**src/hw/mini_mips_pkg.sv**
```systemverilog
`default_nettype none

package mini_mips_pkg;

    typedef logic [31:0] word_t;
    typedef logic [4:0]  reg_addr_t;
    typedef logic [4:0]  shamt_t;
    typedef logic [3:0]  alu_op_t;

    typedef enum logic [1:0] {
        FETCH_REQ,
        FETCH_RELEASE,
        FETCH_IDLE
    } fetch_state_t;

    localparam alu_op_t ALU_ADD  = 4'd0;
    localparam alu_op_t ALU_SUB  = 4'd1;
    localparam alu_op_t ALU_AND  = 4'd2;
    localparam alu_op_t ALU_OR   = 4'd3;
    localparam alu_op_t ALU_XOR  = 4'd4;
    localparam alu_op_t ALU_NOR  = 4'd5;
    localparam alu_op_t ALU_SLT  = 4'd6;
    localparam alu_op_t ALU_SLTU = 4'd7;
    localparam alu_op_t ALU_SLL  = 4'd8;
    localparam alu_op_t ALU_SRL  = 4'd9;
    localparam alu_op_t ALU_LUI  = 4'd10;

    // primary opcode field
    localparam logic [5:0] OP_RTYPE = 6'h00;
    localparam logic [5:0] OP_ADDIU = 6'h09;
    localparam logic [5:0] OP_SLTI  = 6'h0a;
    localparam logic [5:0] OP_ANDI  = 6'h0c;
    localparam logic [5:0] OP_ORI   = 6'h0d;
    localparam logic [5:0] OP_XORI  = 6'h0e;
    localparam logic [5:0] OP_LUI   = 6'h0f;

    // function field of R-type
    localparam logic [5:0] FN_SLL  = 6'h00;
    localparam logic [5:0] FN_SRL  = 6'h02;
    localparam logic [5:0] FN_ADDU = 6'h21;
    localparam logic [5:0] FN_SUBU = 6'h23;
    localparam logic [5:0] FN_AND  = 6'h24;
    localparam logic [5:0] FN_OR   = 6'h25;
    localparam logic [5:0] FN_XOR  = 6'h26;
    localparam logic [5:0] FN_NOR  = 6'h27;
    localparam logic [5:0] FN_SLT  = 6'h2a;
    localparam logic [5:0] FN_SLTU = 6'h2b;

    localparam word_t RESET_PC = 32'h0000_0000;
    localparam word_t PC_STEP  = 32'd4;

endpackage

`default_nettype wire

```
**src/hw/pipe_if.sv**
```systemverilog
`timescale 1ns/1ps
`default_nettype none

// register file read ports, addresses out and data back in the same cycle
interface reg_read_bus;
    import mini_mips_pkg::*;

    reg_addr_t rs_addr;
    reg_addr_t rt_addr;
    word_t     rs_data;
    word_t     rt_data;

    modport reader (output rs_addr, output rt_addr, input rs_data, input rt_data);
    modport file (input rs_addr, input rt_addr, output rs_data, output rt_data);
endinterface

// decode/execute pipeline register contents
interface exec_bus;
    import mini_mips_pkg::*;

    logic      valid;
    alu_op_t   alu_op;
    reg_addr_t dest;
    logic      write_en;
    word_t     operand_a;
    word_t     operand_b;

    modport source (
        output valid, output alu_op, output dest,
        output write_en, output operand_a, output operand_b
    );
    modport sink (
        input valid, input alu_op, input dest,
        input write_en, input operand_a, input operand_b
    );
endinterface

`default_nettype wire

```
**src/hw/decode_stage.sv**
```systemverilog
`timescale 1ns/1ps
`default_nettype none

module decode_stage (
    input  wire                      clk,
    input  wire                      rst,
    input  wire                      instr_valid,
    input  mini_mips_pkg::word_t     instr,
    reg_read_bus.reader              rd,
    input  wire                      fwd_en,
    input  mini_mips_pkg::reg_addr_t fwd_addr,
    input  mini_mips_pkg::word_t     fwd_data,
    exec_bus.source                  ex
);
    import mini_mips_pkg::*;

    logic [5:0] opcode;
    logic [5:0] funct;
    reg_addr_t  rs_idx;
    reg_addr_t  rt_idx;
    reg_addr_t  rd_idx;
    shamt_t     shamt;
    logic [15:0] imm;

    alu_op_t    alu_op;
    reg_addr_t  dest;
    logic       known;
    logic       is_shift;
    logic       imm_signed;
    word_t      rs_val;
    word_t      rt_val;
    word_t      imm_ext;
    word_t      op_a;
    word_t      op_b;

    // execute-stage result wins, r0 never forwarded
    function automatic word_t pick_src(input reg_addr_t idx, input word_t file_val);
        if (fwd_en && idx != '0 && fwd_addr == idx) begin
            return fwd_data;
        end
        return file_val;
    endfunction

    assign opcode = instr[31:26];
    assign rs_idx = instr[25:21];
    assign rt_idx = instr[20:16];
    assign rd_idx = instr[15:11];
    assign shamt  = instr[10:6];
    assign funct  = instr[5:0];
    assign imm    = instr[15:0];

    assign rd.rs_addr = rs_idx;
    assign rd.rt_addr = rt_idx;
    assign rs_val = pick_src(rs_idx, rd.rs_data);
    assign rt_val = pick_src(rt_idx, rd.rt_data);

    always_comb begin
        alu_op     = ALU_ADD;
        dest       = rt_idx;
        known      = 1'b1;
        is_shift   = 1'b0;
        imm_signed = 1'b0;
        case (opcode)
            OP_RTYPE: begin
                dest = rd_idx;
                case (funct)
                    FN_ADDU: alu_op = ALU_ADD;
                    FN_SUBU: alu_op = ALU_SUB;
                    FN_AND:  alu_op = ALU_AND;
                    FN_OR:   alu_op = ALU_OR;
                    FN_XOR:  alu_op = ALU_XOR;
                    FN_NOR:  alu_op = ALU_NOR;
                    FN_SLT:  alu_op = ALU_SLT;
                    FN_SLTU: alu_op = ALU_SLTU;
                    FN_SLL: begin
                        alu_op   = ALU_SLL;
                        is_shift = 1'b1;
                    end
                    FN_SRL: begin
                        alu_op   = ALU_SRL;
                        is_shift = 1'b1;
                    end
                    default: known = 1'b0;
                endcase
            end
            OP_ADDIU: begin
                alu_op     = ALU_ADD;
                imm_signed = 1'b1;
            end
            OP_SLTI: begin
                alu_op     = ALU_SLT;
                imm_signed = 1'b1;
            end
            OP_ANDI: alu_op = ALU_AND;
            OP_ORI:  alu_op = ALU_OR;
            OP_XORI: alu_op = ALU_XOR;
            OP_LUI:  alu_op = ALU_LUI;
            default: known = 1'b0;
        endcase
    end

    assign imm_ext = imm_signed ? {{16{imm[15]}}, imm} : {16'h0000, imm};
    // shifts take rt as the value and shamt as the amount
    assign op_a = is_shift ? rt_val : rs_val;
    assign op_b = is_shift ? word_t'(shamt) :
                  (opcode == OP_RTYPE) ? rt_val : imm_ext;

    always_ff @(posedge clk) begin
        if (rst) begin
            ex.valid <= 1'b0;
        end else begin
            ex.valid <= instr_valid;
        end
    end

    always_ff @(posedge clk) begin
        if (instr_valid) begin
            ex.alu_op    <= alu_op;
            ex.dest      <= dest;
            ex.write_en  <= known && (dest != '0);
            ex.operand_a <= op_a;
            ex.operand_b <= op_b;
        end
    end

endmodule

`default_nettype wire

```
**src/hw/execute_stage.sv**
```systemverilog
`timescale 1ns/1ps
`default_nettype none

module execute_stage (
    input  wire                       clk,
    input  wire                       rst,
    exec_bus.sink                     ex,
    output logic                      fwd_en,
    output mini_mips_pkg::reg_addr_t  fwd_addr,
    output mini_mips_pkg::word_t      fwd_data,
    output logic                      wb_valid,
    output mini_mips_pkg::reg_addr_t  wb_addr,
    output mini_mips_pkg::word_t      wb_data
);
    import mini_mips_pkg::*;

    word_t  result;
    shamt_t sh;
    logic   do_write;

    assign sh = ex.operand_b[4:0];

    always_comb begin
        case (ex.alu_op)
            ALU_ADD:  result = ex.operand_a + ex.operand_b;
            ALU_SUB:  result = ex.operand_a - ex.operand_b;
            ALU_AND:  result = ex.operand_a & ex.operand_b;
            ALU_OR:   result = ex.operand_a | ex.operand_b;
            ALU_XOR:  result = ex.operand_a ^ ex.operand_b;
            ALU_NOR:  result = ~(ex.operand_a | ex.operand_b);
            ALU_SLT:  result = word_t'($signed(ex.operand_a) < $signed(ex.operand_b));
            ALU_SLTU: result = word_t'(ex.operand_a < ex.operand_b);
            ALU_SLL:  result = ex.operand_a << sh;
            ALU_SRL:  result = ex.operand_a >> sh;
            ALU_LUI:  result = {ex.operand_b[15:0], 16'h0000};
            default:  result = '0;
        endcase
    end

    assign do_write = ex.valid && ex.write_en;

    // result still in flight, picked up by decode
    assign fwd_en   = do_write;
    assign fwd_addr = ex.dest;
    assign fwd_data = result;

    always_ff @(posedge clk) begin
        if (rst) begin
            wb_valid <= 1'b0;
        end else begin
            wb_valid <= do_write;
        end
    end

    always_ff @(posedge clk) begin
        if (do_write) begin
            wb_addr <= ex.dest;
            wb_data <= result;
        end
    end

endmodule

`default_nettype wire

```
**src/hw/fetch_stage.sv**
```systemverilog
`timescale 1ns/1ps
`default_nettype none

module fetch_stage (
    input  wire                  clk,
    input  wire                  rst,
    output logic                 imem_req,
    output mini_mips_pkg::word_t imem_addr,
    input  wire                  imem_ack,
    input  mini_mips_pkg::word_t imem_data,
    output logic                 instr_valid,
    output mini_mips_pkg::word_t instr
);
    import mini_mips_pkg::*;

    fetch_state_t state;
    word_t        pc;
    logic         capture;

    // req is held for the whole REQ phase, so addr follows pc directly
    assign imem_req  = (state == FETCH_REQ);
    assign imem_addr = pc;
    assign capture   = (state == FETCH_REQ) && imem_ack;

    always_ff @(posedge clk) begin
        if (rst) begin
            state       <= FETCH_IDLE;
            pc          <= RESET_PC;
            instr_valid <= 1'b0;
        end else begin
            instr_valid <= 1'b0;
            case (state)
                FETCH_IDLE: begin
                    state <= FETCH_REQ;
                end
                FETCH_REQ: begin
                    if (imem_ack) begin
                        state       <= FETCH_RELEASE;
                        pc          <= pc + PC_STEP;
                        instr_valid <= 1'b1;
                    end
                end
                FETCH_RELEASE: begin
                    // wait for the responder to drop ack
                    if (!imem_ack) begin
                        state <= FETCH_REQ;
                    end
                end
                default: begin
                    state <= FETCH_IDLE;
                end
            endcase
        end
    end

    always_ff @(posedge clk) begin
        if (capture) begin
            instr <= imem_data;
        end
    end

endmodule

`default_nettype wire

```
**src/hw/mini_mips_core.sv**
```systemverilog
`timescale 1ns/1ps
`default_nettype none

module mini_mips_core (
    input  wire                       clk,
    input  wire                       rst,
    output logic                      imem_req,
    output mini_mips_pkg::word_t      imem_addr,
    input  wire                       imem_ack,
    input  mini_mips_pkg::word_t      imem_data,
    output logic                      wb_valid,
    output mini_mips_pkg::reg_addr_t  wb_addr,
    output mini_mips_pkg::word_t      wb_data
);
    import mini_mips_pkg::*;

    logic      instr_valid;
    word_t     instr;
    logic      fwd_en;
    reg_addr_t fwd_addr;
    word_t     fwd_data;

    reg_read_bus rd_bus ();
    exec_bus     ex_bus ();

    fetch_stage u_fetch (
        .clk         (clk),
        .rst         (rst),
        .imem_req    (imem_req),
        .imem_addr   (imem_addr),
        .imem_ack    (imem_ack),
        .imem_data   (imem_data),
        .instr_valid (instr_valid),
        .instr       (instr)
    );

    decode_stage u_decode (
        .clk         (clk),
        .rst         (rst),
        .instr_valid (instr_valid),
        .instr       (instr),
        .rd          (rd_bus.reader),
        .fwd_en      (fwd_en),
        .fwd_addr    (fwd_addr),
        .fwd_data    (fwd_data),
        .ex          (ex_bus.source)
    );

    // written from the write-back register
    reg_file u_reg_file (
        .clk   (clk),
        .rst   (rst),
        .rd    (rd_bus.file),
        .we    (wb_valid),
        .waddr (wb_addr),
        .wdata (wb_data)
    );

    execute_stage u_execute (
        .clk      (clk),
        .rst      (rst),
        .ex       (ex_bus.sink),
        .fwd_en   (fwd_en),
        .fwd_addr (fwd_addr),
        .fwd_data (fwd_data),
        .wb_valid (wb_valid),
        .wb_addr  (wb_addr),
        .wb_data  (wb_data)
    );

endmodule

`default_nettype wire

```
**src/hw/reg_file.sv**
```systemverilog
`timescale 1ns/1ps
`default_nettype none

module reg_file (
    input  wire                       clk,
    input  wire                       rst,
    reg_read_bus.file                 rd,
    input  wire                       we,
    input  mini_mips_pkg::reg_addr_t  waddr,
    input  mini_mips_pkg::word_t      wdata
);
    import mini_mips_pkg::*;

    word_t regs [1:31];
    logic  wr_hit;

    assign wr_hit = we && (waddr != '0);

    always_ff @(posedge clk) begin
        if (rst) begin
            for (int i = 1; i < 32; i++) begin
                regs[i] <= '0;
            end
        end else if (wr_hit) begin
            regs[waddr] <= wdata;
        end
    end

    // write-through so decode sees the value retiring this cycle
    assign rd.rs_data = (rd.rs_addr == '0) ? '0 :
                        (wr_hit && waddr == rd.rs_addr) ? wdata : regs[rd.rs_addr];
    assign rd.rt_data = (rd.rt_addr == '0) ? '0 :
                        (wr_hit && waddr == rd.rt_addr) ? wdata : regs[rd.rt_addr];

endmodule

`default_nettype wire

```
**config.mk**
```make
export PLATFORM = sky130hd
export DESIGN_NAME = mini_mips_core
export DESIGN_NICKNAME = d
export VERILOG_FILES = /design/src/hw/mini_mips_pkg.sv /design/src/hw/pipe_if.sv /design/src/hw/decode_stage.sv /design/src/hw/execute_stage.sv /design/src/hw/fetch_stage.sv /design/src/hw/mini_mips_core.sv /design/src/hw/reg_file.sv
export SDC_FILE = /design/constraint.sdc
export NUM_CORES = 2
export LEC_CHECK = 0
export BUFFER_PORTS_ARGS = -buffer_cell sky130_fd_sc_hd__buf_2
export CAP_MARGIN = 15
export CORE_MARGIN = 4
export CORE_UTILIZATION = 35
export CTS_BUF_LIST = sky130_fd_sc_hd__clkbuf_16
export CTS_CLUSTER_DIAMETER = 40
export DETAILED_ROUTE_END_ITERATION = 7
export PLACE_DENSITY = 0.56
export SLEW_MARGIN = 30
export SYNTH_ARGS = -nofsm -noshare
export SYNTH_HDL_FRONTEND = slang
export SYNTH_SLANG_ARGS = --single-unit
```
**constraint.sdc**
```tcl
create_clock -name clk -period 6.2 [get_ports clk]
set_input_delay 0.62 -clock clk [delete_from_list [all_inputs] [get_ports clk]]
set_output_delay 0.62 -clock clk [all_outputs]
set_load 0.005 [all_outputs]
```
==> flow_summary_export.csv <==
group,metric,value,unit
status,status,"finished, violations left",
status,violations,"DRC",
route,vias,49200,
synthesis,synthCells,5180,
critical_path,end_kind,"register",
route,wl_per_cell,32.4,µm
grt,grt_pass1_wl,371,mm
critical_path,critPathArrivalTime,5.43,ns
grt,antenna_found_initial,17,
final_layout,regArea,0.0360,mm²
route,ant_nets,0,
floorplan,die_h,459,µm
synthesis,synth_edf_count,1167,
timing,setup_tns,0,ns
grt,grtUsageTotal,24.5,%
timing,drv_slew,0,
critical_path,worst-r2r-cell-count,10,
worst_hold_path,holdPathEnd,"u_fetch.instr_valid",
timing,setup_viol,0,
floorplan,die_width,459,µm
final_layout,final_cells,8084,
run,maxCapViolCount,0,
clocking,clock_sinks,1212,
clocking,cts_tree,"done",
critical_path,crit_chain,"inv_1 > ha_1 > a2111oi_2 > o31ai_1 > a31o_2 > or3_1 > a211oi_1 > o21ai_0 > a211oi_1 > nor2_1",
grt,overflow,0,
synthesis,ys_seq_elements,1212,
timing,rsz0062_at_grt,"no",
critical_path,timing.rr.end,"u_decode.ex.operand_b[0]",
worst_hold_path,hold_path_startpoint,"u_fetch.state[0]",
timing,finalHoldViolCount,0,
power,power,23.6,mW
power,p_sw,6.16,mW
critical_path,r2r_slack,1.31,ns
placement,dpl.hpwl,168,mm
power,power_density,286,mW/mm²
synthesis,ys_types,89,
power,peakVddDrop,271,µV
synthesis,seq_area_frac_synth,50.6,%
placement,port_buffers,103,
floorplan,dieArea,0.210,mm²
route,first_pass_iters,8,
final_layout,multiInputGateArea,0.0333,mm²
worst_hold_path,holdPathStages,1,
timing,min_period_over_period,78.8,%
clocking,cts_buffers,192,
clocking,cts_buffer_depth,3,
power,p_leak,29.7,nW
timing,fin_skew,0.0822,ns
critical_path,r2r_start,"u_decode.ex.operand_b[4]",
route,viasPerCell,6.09,
clocking,clk_latency,0.85,ns
power,p_seq_share,40.2,%
floorplan,core,0.202,mm²
grt,grt_max_degree,80,
timing,relSlewSlack,30.3,%
synthesis,synth_top_flop_cell,"edfxtp_1",
final_layout,nets,5374,
critical_path,critPathMaxStageDelay,0.84,ns
critical_path,startpoint_type,"register",
final_layout,drive_above_1_share,26.4,%
placement,gp_congestion,0.999,
critical_path,required,6.74,ns
timing,period_minus_slack,4.89,ns
timing,fin_hold_ws,0.492,ns
clocking,cts_resized,0,
final_layout,n_fill_cell,18300,
clocking,hold_buffers,33,
critical_path,crit_top_cell,"a211oi_1",
synthesis,ys_warn_count,0,
route,drt_iter0_drc,6913,
power,swShare,26.1,%
power,p_clk_share,48.2,%
power,internal-power,17.4,mW
clocking,clk_pin_slew_worst_paths,0.06,ns
route,wl,262,mm
synthesis,netlist_area,0.0711,mm²
placement,placed_cells,7682,
grt,grt_pass1_vias,48800,
worst_hold_path,hp-class,"reg2reg",
floorplan,row_count,165,
critical_path,worstSetupPathType,"reg2reg",
critical_path,crit_slowest_cell,"a211oi_1",
floorplan,ios,106,
timing,max_freq,205,MHz
synthesis,ys_async_sr_fraction,0,%
critical_path,cp_max_fo,13,
placement,dp_worst_setup_slack,1.61,ns
floorplan,start_util,35.2,%
clocking,cts_setup_buffers,0,
route,drc,7,
final_layout,syn2layout_area_growth,16.0,%
clocking,htree_levels,4,
power,p_comb_share,11.5,%
timing,fin_ws,1.31,ns
clocking,cts_root_buf,"clkbuf_16",
timing,tightest_slew,1.05,ns
synthesis,syn_area_per_cell,13.7,µm²
[power by group through the flow]
stage	clock, mW	sequential (mW)	combinational [mW]
floorplan	0	9.51	1.74
global placement	0	9.65	2.64
detailed placement	0	9.66	2.65
CTS	11.5	9.50	2.67
global route	11.9	9.52	2.83
finish	11.4	9.49	2.72
[flip-flops by register name, summed over array words and instances, names as in the netlist, named ones only]
signal                 cells
u_decode.ex.alu_op         4
u_decode.ex.dest           5
u_decode.ex.operand_a     32
u_decode.ex.operand_b     32
u_decode.ex.valid          1
u_decode.ex.write_en       1
u_execute.wb_addr          5
u_execute.wb_data         32
u_execute.wb_valid         1
u_fetch.imem_addr         30
u_fetch.instr             32
u_fetch.instr_valid        1
u_fetch.state              2
u_reg_file.regs         1024
[per-stage QoR]
step	util (%)	cell area (µm²)
floorplan	-	71200
global placement	37.2	75100
detailed placement	37.2	75200
CTS	40.8	82400
global route	40.8	82400
finish	40.8	82400
[layout by cell type, fill, tap and decap left out, types with 30 or more instances in the layout]
master,n
nand2_1,160
nor2_4,31
dlygate4sd3_1,33
inv_1,126
nand3_1,41
buf_2,103
and2_1,1006
o211ai_1,34
buf_4,170
a221o_1,39
clkbuf_16,192
mux4_2,679
ha_1,98
bufinv_16,30
edfxtp_1,1167
nor3_1,34
a211oi_1,71
a21oi_1,151
o21ai_0,123
dfxtp_1,34
nor2_1,246
mux2i_1,133
conb_1,34
[per-layer routing]
layer,wire [µm],track usage [%],vias up
met1,104000,32.4,25700
met5,24,0,-
li1,-,-,20200
met3,23200,5.52,600
met2,124000,39.5,2698
met4,10900,9.16,4
[worst max-delay path, delay by kind of cell (launching register included)]
kind            cells  cell delay [ns]
compound gates      6             2.58
flops               1             0.59
simple gates        2             0.57
fa+ha+maj           1             0.53
buf+inv             1             0.35
[how the worst max path moves through the flow]
stage                             start                         to  slack (ns)  depth (start not counted)
6_report       u_decode.ex.operand_b[4]   u_decode.ex.operand_b[0]        1.31                         10
3_3_place_gp   u_decode.ex.operand_a[6]  u_decode.ex.operand_b[23]        1.63                         12
2_1_floorplan  u_decode.ex.operand_b[2]  u_decode.ex.operand_b[28]        1.42                         17
3_5_place_dp   u_decode.ex.operand_b[4]   u_decode.ex.operand_b[0]        1.61                         10
4_1_cts        u_decode.ex.operand_a[0]  u_decode.ex.operand_a[28]        1.54                         11
5_1_grt        u_decode.ex.operand_b[4]   u_decode.ex.operand_b[0]        1.14                         10
[Yosys cell counts, types with 16 or more instances]
library cell  number  area (µm²)
nand3_1           44         220
a211oi_1          71         533
a21oi_1          151         756
a22oi_1           16         120
dfxtp_1           45         901
o211ai_1          34         255
nor2_1           279        1050
o221ai_1          16         140
a221o_1           39         390
mux2_2            19         214
xnor2_1           20         175
mux2i_1          133        1330
xor2_1            29         254
mux4_2           679       15300
or2_2             36         225
o21ai_0          125         626
a21o_1            18         135
buf_2             26         130
o31ai_1           20         150
inv_1            108         405
o22ai_1           20         125
nor3_1            35         175
a221oi_1          22         193
ha_1              98        1230
nor4_1            19         119
and2_1          1006        6290
buf_1             68         255
nand2_1          160         601
edfxtp_1        1167       35000
or3_1             19         119
clkbuf_1         395        1480
nand4_1           19         119
[final cells by class]
class | instances | area share, %
Antenna cell | 6 | 0.0182
Clock buffer | 192 | 5.83
Clock inverter | 169 | 2.51
Inverter | 110 | 0.501
Multi-Input combinational cell | 3396 | 40.4
Sequential cell | 1212 | 43.6
Tap cell | 2672 | 4.06
Timing Repair Buffer | 327 | 3.07
[cell families (layout without fill, tap and decap cells)]
group / Yosys count / after routing / share of synthesized area (%)
AOI/OAI and AO/OA: 680 / 680 / 6.62
xor gates and xnor gates: 49 / 49 / 0.604
adders and majority gates: 100 / 100 / 1.78
buffers and inverters: 605 / 798 / 3.28
DFF: 1212 / 1212 / 50.6
muxes: 831 / 831 / 23.7
other: 1 / 40 / 0.00528
and+or+nand+nor: 1702 / 1702 / 13.4
No activity file was read; power rests on OpenSTA's default activity.
